`config.mk`:
```
export PLATFORM = sky130hd
export DESIGN_NAME = irq_ctrl_top
export DESIGN_NICKNAME = d
export VERILOG_FILES = /design/src/source/irq_types_pkg.sv /design/src/source/axil_pkg.sv /design/src/source/irq_reg_block.sv /design/src/source/irq_line_capture.sv /design/src/source/irq_prio_encoder.sv /design/src/source/irq_ctrl_top.sv
export SDC_FILE = /design/constraint.sdc
export NUM_CORES = 1
export LEC_CHECK = 0
export BUFFER_PORTS_ARGS = -buffer_cell sky130_fd_sc_hd__buf_2
export CORE_ASPECT_RATIO = 1.1
export CORE_MARGIN = 2
export CORE_UTILIZATION = 55
export DETAILED_ROUTE_END_ITERATION = 16
export PLACE_DENSITY = 0.95
export RECOVER_POWER = 25
export SLEW_MARGIN = 5
export SYNTH_ARGS = -nofsm -noshare
export SYNTH_HDL_FRONTEND = slang
export SYNTH_SLANG_ARGS = --single-unit
```
`constraint.sdc`:
```
create_clock -name clk_i -period 5.05 [get_ports clk_i]
set_input_delay 1.01 -clock clk_i [delete_from_list [all_inputs] [get_ports clk_i]]
set_output_delay 1.01 -clock clk_i [all_outputs]
set_load 0.03 [all_outputs]
```
`src/source/irq_types_pkg.sv`:
```
`default_nettype none

package irq_types_pkg;

	localparam int MAX_IRQ = 32;

	typedef logic [MAX_IRQ-1:0] irq_vec_t;  // one bit per line
	typedef logic [5:0] irq_num_t;          // line number, or N for none

	// byte offsets
	localparam logic [7:0] REG_STATUS   = 8'h00;
	localparam logic [7:0] REG_MASK     = 8'h04;
	localparam logic [7:0] REG_MASK_SET = 8'h08;
	localparam logic [7:0] REG_MASK_CLR = 8'h0C;
	localparam logic [7:0] REG_IRQ_NO   = 8'h10;
	localparam logic [7:0] REG_CTRL     = 8'h14;
	localparam logic [7:0] REG_TEST_IRQ = 8'h18;

	typedef struct packed {
		irq_vec_t mask;
		logic     all_en;
		logic     test_mode;
		irq_vec_t test_irq;
	} irq_cfg_t;

	typedef struct packed {
		irq_vec_t status;
		irq_num_t irq_no;
	} irq_sts_t;

	// ones on the lines that exist, 0 .. n-1
	function automatic irq_vec_t valid_lines(int unsigned n);
		return irq_vec_t'({MAX_IRQ{1'b1}} >> (MAX_IRQ - n));
	endfunction

endpackage

`default_nettype wire

```
`src/source/axil_pkg.sv`:
```
`default_nettype none

package axil_pkg;

	localparam int AXIL_AW = 8;
	localparam int AXIL_DW = 32;

	typedef logic [AXIL_AW-1:0] axil_addr_t;
	typedef logic [AXIL_DW-1:0] axil_data_t;
	typedef logic [1:0] axil_resp_t;

	localparam axil_resp_t RESP_OKAY   = 2'b00;
	localparam axil_resp_t RESP_SLVERR = 2'b10;

	// master to slave
	typedef struct packed {
		axil_addr_t             awaddr;
		logic                   awvalid;
		axil_data_t             wdata;
		logic [AXIL_DW/8-1:0]   wstrb;
		logic                   wvalid;
		logic                   bready;
		axil_addr_t             araddr;
		logic                   arvalid;
		logic                   rready;
	} axil_req_t;

	// slave to master
	typedef struct packed {
		logic       awready;
		logic       wready;
		axil_resp_t bresp;
		logic       bvalid;
		logic       arready;
		axil_data_t rdata;
		axil_resp_t rresp;
		logic       rvalid;
	} axil_rsp_t;

endpackage

`default_nettype wire

```
`src/source/irq_reg_block.sv`:
```
`timescale 1ns/1ps
`default_nettype none

module irq_reg_block
	import irq_types_pkg::*, axil_pkg::*;
#(
	parameter int N = 16
) (
	input  logic      clk_i,
	input  logic      rst_ni,
	input  axil_req_t axil_req_i,
	output axil_rsp_t axil_rsp_o,
	input  irq_sts_t  sts_i,
	output irq_cfg_t  cfg_o
);

	localparam irq_vec_t LINES = valid_lines(N);

	irq_vec_t mask_q;
	irq_vec_t test_irq_q;
	logic all_en_q;
	logic test_mode_q;

	logic wr_acc;
	logic rd_acc;
	logic bvalid_q;
	logic rvalid_q;
	axil_resp_t bresp_q;
	axil_resp_t rresp_q;
	axil_data_t rdata_q;
	axil_resp_t wr_resp;
	axil_resp_t rd_resp;
	axil_data_t rd_data;

	// one outstanding transfer per direction
	assign wr_acc = axil_req_i.awvalid & axil_req_i.wvalid & ~bvalid_q;
	assign rd_acc = axil_req_i.arvalid & ~rvalid_q;

	always_comb begin
		wr_resp = RESP_OKAY;
		case (axil_req_i.awaddr)
			REG_STATUS, REG_MASK, REG_IRQ_NO: wr_resp = RESP_OKAY;  // read-only, ignored
			REG_MASK_SET, REG_MASK_CLR, REG_CTRL, REG_TEST_IRQ: wr_resp = RESP_OKAY;
			default: wr_resp = RESP_SLVERR;
		endcase
	end

	// readback mux
	always_comb begin
		rd_data = '0;
		rd_resp = RESP_OKAY;
		case (axil_req_i.araddr)
			REG_STATUS:   rd_data = sts_i.status;
			REG_MASK:     rd_data = mask_q;
			REG_MASK_SET, REG_MASK_CLR: rd_data = '0;  // write-only
			REG_IRQ_NO:   rd_data = axil_data_t'(sts_i.irq_no);
			REG_CTRL:     rd_data[1:0] = {test_mode_q, all_en_q};
			REG_TEST_IRQ: rd_data = test_irq_q;
			default:      rd_resp = RESP_SLVERR;
		endcase
	end

	always_ff @(posedge clk_i or negedge rst_ni) begin
		if (!rst_ni) begin
			mask_q <= '0;
			test_irq_q <= '0;
			all_en_q <= 1'b0;
			test_mode_q <= 1'b0;
		end else if (wr_acc) begin
			// strobes ignored, full word written
			case (axil_req_i.awaddr)
				REG_MASK_SET: mask_q <= mask_q | (axil_req_i.wdata & LINES);
				REG_MASK_CLR: mask_q <= mask_q & ~axil_req_i.wdata;
				REG_CTRL: begin
					all_en_q <= axil_req_i.wdata[0];
					test_mode_q <= axil_req_i.wdata[1];
				end
				REG_TEST_IRQ: test_irq_q <= axil_req_i.wdata & LINES;
				default: ;
			endcase
		end
	end

	always_ff @(posedge clk_i or negedge rst_ni) begin
		if (!rst_ni) begin
			bvalid_q <= 1'b0;
			rvalid_q <= 1'b0;
		end else begin
			if (wr_acc)
				bvalid_q <= 1'b1;
			else if (axil_req_i.bready)
				bvalid_q <= 1'b0;
			if (rd_acc)
				rvalid_q <= 1'b1;
			else if (axil_req_i.rready)
				rvalid_q <= 1'b0;
		end
	end

	// response payload, only meaningful with its valid
	always_ff @(posedge clk_i) begin
		if (wr_acc)
			bresp_q <= wr_resp;
		if (rd_acc) begin
			rdata_q <= rd_data;
			rresp_q <= rd_resp;
		end
	end

	always_comb begin
		axil_rsp_o.awready = wr_acc;  // aw and w taken together
		axil_rsp_o.wready = wr_acc;
		axil_rsp_o.bresp = bresp_q;
		axil_rsp_o.bvalid = bvalid_q;
		axil_rsp_o.arready = rd_acc;
		axil_rsp_o.rdata = rdata_q;
		axil_rsp_o.rresp = rresp_q;
		axil_rsp_o.rvalid = rvalid_q;
	end

	always_comb begin
		cfg_o.mask = mask_q;
		cfg_o.all_en = all_en_q;
		cfg_o.test_mode = test_mode_q;
		cfg_o.test_irq = test_irq_q;
	end

endmodule

`default_nettype wire

```
`src/source/irq_line_capture.sv`:
```
`timescale 1ns/1ps
`default_nettype none

module irq_line_capture
	import irq_types_pkg::*;
#(
	parameter int N = 16
) (
	input  logic     clk_i,
	input  logic     rst_ni,
	input  irq_vec_t irq_i,
	input  irq_cfg_t cfg_i,
	output irq_vec_t status_o
);

	localparam irq_vec_t LINES = valid_lines(N);

	irq_vec_t src;

	// test mode swaps in the software vector
	assign src = cfg_i.test_mode ? cfg_i.test_irq : irq_i;

	// sampled every clock, no bus gating
	always_ff @(posedge clk_i or negedge rst_ni) begin
		if (!rst_ni)
			status_o <= '0;
		else
			status_o <= src & LINES;  // lines above N stay zero
	end

endmodule

`default_nettype wire

```
`src/source/irq_prio_encoder.sv`:
```
`timescale 1ns/1ps
`default_nettype none

module irq_prio_encoder
	import irq_types_pkg::*;
#(
	parameter int N = 16
) (
	input  logic     clk_i,
	input  logic     rst_ni,
	input  irq_vec_t status_i,
	input  irq_cfg_t cfg_i,
	output irq_num_t irq_no_o,
	output logic     irq_en_o
);

	irq_vec_t masked;
	irq_num_t next_no;
	logic any_pend;

	assign masked = status_i & cfg_i.mask;
	assign any_pend = |masked;

	// walk down so the lowest set line wins
	always_comb begin
		next_no = irq_num_t'(N);  // none pending
		for (int i = N - 1; i >= 0; i--) begin
			if (masked[i])
				next_no = irq_num_t'(i);
		end
	end

	always_ff @(posedge clk_i or negedge rst_ni) begin
		if (!rst_ni) begin
			irq_no_o <= irq_num_t'(N);
			irq_en_o <= 1'b0;
		end else begin
			irq_no_o <= next_no;
			irq_en_o <= any_pend & cfg_i.all_en;  // global enable gates only the output
		end
	end

endmodule

`default_nettype wire

```
`src/source/irq_ctrl_top.sv`:
```
`timescale 1ns/1ps
`default_nettype none

module irq_ctrl_top
	import irq_types_pkg::*, axil_pkg::*;
#(
	parameter int N = 16
) (
	input  logic         clk_i,
	input  logic         rst_ni,
	input  logic [N-1:0] irq_i,
	input  axil_req_t    axil_req_i,
	output axil_rsp_t    axil_rsp_o,
	output irq_num_t     irq_no_o,
	output logic         irq_en_o
);

	if (N < 1 || N > MAX_IRQ) begin : g_bad_n
		$error("N must be in 1..%0d", MAX_IRQ);
	end

	irq_vec_t irq_vec;
	irq_cfg_t cfg;
	irq_sts_t sts;

	assign irq_vec = irq_vec_t'(irq_i);  // zero-extend to full width
	assign irq_no_o = sts.irq_no;

	irq_reg_block #(.N(N)) u_regs (
		.clk_i,
		.rst_ni,
		.axil_req_i,
		.axil_rsp_o,
		.sts_i (sts),
		.cfg_o (cfg)
	);

	irq_line_capture #(.N(N)) u_capture (
		.clk_i,
		.rst_ni,
		.irq_i    (irq_vec),
		.cfg_i    (cfg),
		.status_o (sts.status)
	);

	irq_prio_encoder #(.N(N)) u_prio (
		.clk_i,
		.rst_ni,
		.status_i (sts.status),
		.cfg_i    (cfg),
		.irq_no_o (sts.irq_no),
		.irq_en_o
	);

endmodule

`default_nettype wire

```
==> impl_metrics.env, run 1 <==
export IMPL_detailed_place_hpwl_mm=7.38
export IMPL_root_buffer="clkbuf_8"
export IMPL_peakVddDrop_v=0.000129
export IMPL_setup_tns_ns=0
export IMPL_ys_seq_elements=108
export IMPL_drc_errors=0
export IMPL_postPlaceCellArea_sq_um=5270
export IMPL_vias=3227
export IMPL_yosysWarnings=0
export IMPL_synthTopCellsByArea="dfrtp_1 39%, edfxtp_1 22%, mux2_2 7.9%"
export IMPL_p_total_w=0.00169
export IMPL_path_max_fanout=34
export IMPL_layout_drive_gt1_share_pct=39.2
export IMPL_grt_ovfl_total=0
export IMPL_clockBufferDepth=2
export IMPL_die_area_sq_um=9350
export IMPL_cpMostUsedCell="buf_2"
export IMPL_io_pins=123
export IMPL_slowest_stage="buf_4"
export IMPL_final_core_util_pct=65.4
export IMPL_h_tree_depth=3
export IMPL_power_leakage_nw=2.50
export IMPL_die_width_um=92.4
export IMPL_routabilityCongestion=0.921
export IMPL_clock_sinks=108
export IMPL_dpl_worst_slack_ns=1.88
export IMPL_min_period_ns=2.90
export IMPL_fin_skew_ns=0.0109
export IMPL_io_buffers=115
export IMPL_crit_type="in2out"
export IMPL_crit_family="buffers and inverters"
export IMPL_hold_violations=0
export IMPL_worstSkewPairLatency_ns=0.37
export IMPL_grt_pass1_wl_mm=15.9
export IMPL_min_path_type="reg2reg"
export IMPL_drt_initial_drc_count=268
export IMPL_synth_edf_count=34
export IMPL_crit_path_max_incr_delay_ns=0.39
export IMPL_rsz0062_at_grt="no"
export IMPL_synth_ff_type="dfrtp_1"
export IMPL_period_share_pct=57.4
export IMPL_slew_headroom_pct=-9.59
export IMPL_synthArstFlopShare_pct=68.5
export IMPL_area_growth_pct=15.7
export IMPL_synth_top_cell_by_area="dfrtp_1"
export IMPL_slew_violations=32
export IMPL_die_h_um=101
export IMPL_drt_total_wl_mm=10.1
export IMPL_cp_arrival_ns=1.89
export IMPL_crit_buf_inv=3
export IMPL_num_antenna_cells=0
export IMPL_cts_clk_slew_worst_paths_ns=0.09
export IMPL_cts_tree="built"
export IMPL_drtAntennaViolNets=0
export IMPL_start_kind="primary input"
export IMPL_crit_chain="buf_2 -> nor2b_2 -> buf_4 -> buf_2"
export IMPL_cap_violations=1
export IMPL_wl_per_cell_um=18.0
export IMPL_violations="capacitance limit, slew limit"
export IMPL_postSynthCellCount=346
export IMPL_drt_pre_antenna_iters=5
export IMPL_synthesis_area_sq_um=4720
export IMPL_synth_top_area_share_pct=38.7
export IMPL_status="finished with violations"
export IMPL_coreArea_sq_um=8360
export IMPL_ctsHoldBuffers=0
export IMPL_post_cts_buffers=0
export IMPL_worst_slack_ns=2.15
export IMPL_synthTopCellsByCount="73 x dfrtp_1, 34 x edfxtp_1, 33 x a31oi_1, 33 x mux2_2, 28 x and2_1"
export IMPL_pwr_density_cell_nw_per_um2=309
export IMPL_syn_avg_cell_area_sq_um=13.7
export IMPL_grt_max_degree=45
export IMPL_yosysMostFrequentCell="dfrtp_1"
export IMPL_vias_per_cell=5.71
export IMPL_antenna_found_initial=0
export IMPL_layout_nets=524
export IMPL_post_cts_resize_count=0
export IMPL_initial_core_util_pct=56.5
export IMPL_num_rows=35
export IMPL_finalSetupViolCount=0
export IMPL_cts_buffers=9
export IMPL_grt_use_total_pct=22.3
export IMPL_maxClockFrequency_mhz=345
export IMPL_yosysSeqAreaShare_pct=60.8
export IMPL_cp_required_ns=4.04
export IMPL_stdcell_area_sq_um=5470
export IMPL_tightestPinTransition_ns=1.64
export IMPL_grt_pass1_vias=3238
export IMPL_synth_cell_types=49
export IMPL_worst_setup_path_end_kind="output pin"
==> cell type report <==
type	count	area, sq um
multi-input cells	209	1640
well taps	111	139
clock buffers	10	138
flip-flops and latches	108	2870
repair buffers	119	604
clock inverters	6	62.6
inverters	2	7.51
fillers	611	2900
==> where the power goes <==
part	internal (W)	total, W	switching, W
clock	0.000242	0.000521	0.000279
combinational	0.0000685	0.000197	0.000128
sequential	0.000944	0.000970	0.0000265
total	0.00125	0.00169	0.000434
==> cell usage in the layout, fill, tap and decap left out, types with 2 or more instances in the layout <==
cell	instances
a21boi_0	18
a21oi_1	5
a221o_1	11
a222oi_1	2
a22o_1	7
a22oi_1	6
a31oi_1	33
and2_1	28
and3_1	2
and4b_1	2
buf_2	114
buf_4	4
clkbuf_8	10
clkinv_1	2
conb_1	3
dfrtp_1	73
edfxtp_1	34
inv_1	2
mux2_2	33
mux2i_1	3
nand2_1	12
nand2b_1	4
nand3_1	4
nor2_1	4
nor2b_1	3
nor3_1	2
nor4_4	2
o21ai_0	6
or4_4	2
==> cell families (layout without fill, tap and decap cells) <==
kind of cell	Yosys count	after routing	synth area share, %
buffers and inverters	31	137	4.61
other	1	3	0.0794
AOI/OAI and AO/OA	92	92	14.2
and+or+nand+nor	75	75	10.5
DFF	108	108	60.8
muxes	39	39	9.77
==> layer usage <==
layer,vias up,track usage [%],share of wire (%)
li1,1505,-,-
met2,134,37.1,50
met1,1575,29.7,42
met3,13,4.61,6.1
met5,-,0,0
met4,0,7.69,1.8
==> per-stage QoR <==
| stage | cells | hold WS, ns |
|---|---|---|
| after floorplan | 348 | 0.463 |
| after global placement | 549 | 0.488 |
| after detailed placement | 549 | 0.505 |
| after CTS | 565 | 0.522 |
| after global routing | 565 | 0.530 |
| final | 565 | 0.520 |
==> worst paths after layout <==
path,cells past startpoint,to,startpoint,slack (ns)
max,4,axil_rsp_o[35],axil_req_i[1],2.15
min,1,u_regs.rvalid_q$_DFFE_PN0P_,u_regs.rvalid_q$_DFFE_PN0P_,0.52
max reg2reg,4,u_regs.test_irq_q[9]$_DFFE_PN0P_,u_regs.bvalid_q$_DFFE_PN0P_,2.83
min reg2reg,1,u_regs.rvalid_q$_DFFE_PN0P_,u_regs.rvalid_q$_DFFE_PN0P_,0.52
max in group asynchronous,2,u_capture.status_o[6]$_DFF_PN0_,rst_ni,2.66
min in group asynchronous,1,u_regs.bvalid_q$_DFFE_PN0P_,rst_ni,1.05
Note: power is estimated with default switching activity, not from simulation.
==> run 2, diff against run 1 <==
Settings changed: CORE_UTILIZATION 55 to 53, PLACE_DENSITY 0.95 to 0.92.
Clock period 5.05 ns to 3 ns, I/O delays scaled along.
==> impl_metrics.env, run 2 (synthesis results as in run 1) <==
export IMPL_pwr_density_cell_nw_per_um2=511
export IMPL_worst_hold_path_endpoint="u_regs.rvalid_q$_DFFE_PN0P_"
export IMPL_slew_violations=75
export IMPL_dpl_worst_slack_ns=0.573
export IMPL_start_kind="primary input"
export IMPL_wl_per_cell_um=17.7
export IMPL_io_pins=123
export IMPL_drt_initial_drc_count=254
export IMPL_grt_ovfl_total=0
export IMPL_hold_violations=0
export IMPL_fin_skew_ns=0.00579
export IMPL_area_growth_pct=15.9
export IMPL_grt_use_total_pct=21.0
export IMPL_detailed_place_hpwl_mm=7.37
export IMPL_die_h_um=103
export IMPL_layout_drive_gt1_share_pct=39.6
export IMPL_status="finished with violations"
export IMPL_cap_violations=1
export IMPL_layout_commonest_cell="buf_2"
export IMPL_tightestPinTransition_ns=1.77
export IMPL_worstHoldStart="axil_req_i[0]"
export IMPL_worst_setup_path_end_kind="flip-flop"
export IMPL_layout_common_cells="115 x buf_2, 73 x dfrtp_1, 34 x edfxtp_1"
export IMPL_initial_core_util_pct=53.8
export IMPL_h_tree_depth=3
export IMPL_grt_pass1_wl_mm=15.6
export IMPL_rsz0062_at_grt="no"
export IMPL_period_share_pct=68.6
export IMPL_drtAntennaViolNets=0
export IMPL_clock_sinks=108
export IMPL_coreArea_sq_um=8780
export IMPL_io_buffers=115
export IMPL_power_leakage_nw=2.51
export IMPL_grt_max_degree=75
export IMPL_min_period_ns=2.06
export IMPL_die_width_um=94.0
export IMPL_cts_clk_slew_worst_paths_ns=0.09
export IMPL_cp_required_ns=3.24
export IMPL_layout_nets=527
export IMPL_crit_type="in2reg"
export IMPL_routabilityCongestion=0.927
export IMPL_antenna_found_initial=1
export IMPL_num_rows=36
export IMPL_vias=3285
export IMPL_cts_tree="built"
export IMPL_slew_headroom_pct=-18.1
export IMPL_ctsHoldBuffers=0
export IMPL_r2r_start="u_regs.bvalid_q$_DFFE_PN0P_"
export IMPL_worstSkewPairLatency_ns=0.37
export IMPL_num_antenna_cells=0
export IMPL_maxClockFrequency_mhz=486
export IMPL_p_total_w=0.00280
export IMPL_cp_arrival_ns=2.29
export IMPL_vias_per_cell=5.75
export IMPL_cts_buffers=9
export IMPL_peakVddDrop_v=0.000278
export IMPL_drt_pre_antenna_iters=4
export IMPL_die_area_sq_um=9690
export IMPL_root_buffer="clkbuf_8"
export IMPL_r2r_cells=4
export IMPL_regToRegSetupSlack_ns=1.11
export IMPL_path_max_fanout=11
export IMPL_violations="capacitance limit, slew limit"
export IMPL_min_path_type="in2reg"
export IMPL_whs_ns=0.394
export IMPL_worst_slack_ns=0.943
export IMPL_post_cts_buffers=0
export IMPL_clockBufferDepth=2
export IMPL_drt_total_wl_mm=10.1
export IMPL_drc_errors=0
export IMPL_post_cts_resize_count=0
export IMPL_finalSetupViolCount=0
export IMPL_grt_pass1_vias=3228
export IMPL_hold_depth=2
export IMPL_setup_tns_ns=0
[run 2: cell types whose count changed in the layout (fill, tap and decap cells not counted), sizes merged]
cell,delta
buf,+3
clkinv,+1
inv,-1
[run 2: power by group]
part | internal (W) | total, W | leakage, nW | switching [W]
sequential | 0.00159 | 0.00163 | 1.31 | 0.0000449
clock | 0.000378 | 0.000836 | 0.0911 | 0.000458
combinational | 0.000115 | 0.000330 | 1.11 | 0.000215
total | 0.00208 | 0.00280 | 2.51 | 0.000718
[run 2: layout make-up]
cell class | instances | area, sq um
fill | 686 | 3310
clock inverter | 6 | 55.1
clock buffer | 10 | 128
inverter | 2 | 7.51
sequential | 108 | 2870
tap | 114 | 143
timing repair buffer | 122 | 626
multi-input combinational | 209 | 1640
[run 2: metal layers]
| layer | global-route usage, % | part of all wire (%) |
|---|---|---|
| met3 | 6.07 | 9.3 |
| met4 | 8.92 | 2.2 |
| met2 | 35.4 | 50 |
| met5 | 0 | 0.14 |
| met1 | 25.6 | 39 |
[run 2: stage by stage]
stage	utilization (%)	cells	instance area [sq um]
final	62.3	571	5480
after global routing	62.3	571	5480
after CTS	62.5	571	5490
after detailed placement	60.4	555	5310
after global placement	60.4	555	5310
after floorplan	-	348	4730
[run 2: worst max-delay path by stage]
stage / from / to / depth (start not counted)
after floorplan: axil_req_i[1] / axil_rsp_o[35] / 2
after global placement: axil_req_i[2] / u_regs.rdata_q[12]$_DFFE_PP_ / 5
after global routing: rst_ni / u_capture.status_o[1]$_DFF_PN0_ / 2
after detailed placement: axil_req_i[50] / flip-flop / 5
final: axil_req_i[2] / u_regs.rdata_q[9]$_DFFE_PP_ / 5
after CTS: axil_req_i[2] / u_regs.rdata_q[9]$_DFFE_PP_ / 5
[run 2: critical path, stage by stage]
cell     delay, ns
buf_2         0.09
or4_4         0.56
nor2_1        0.26
and3_1        0.52
a221o_1       0.25
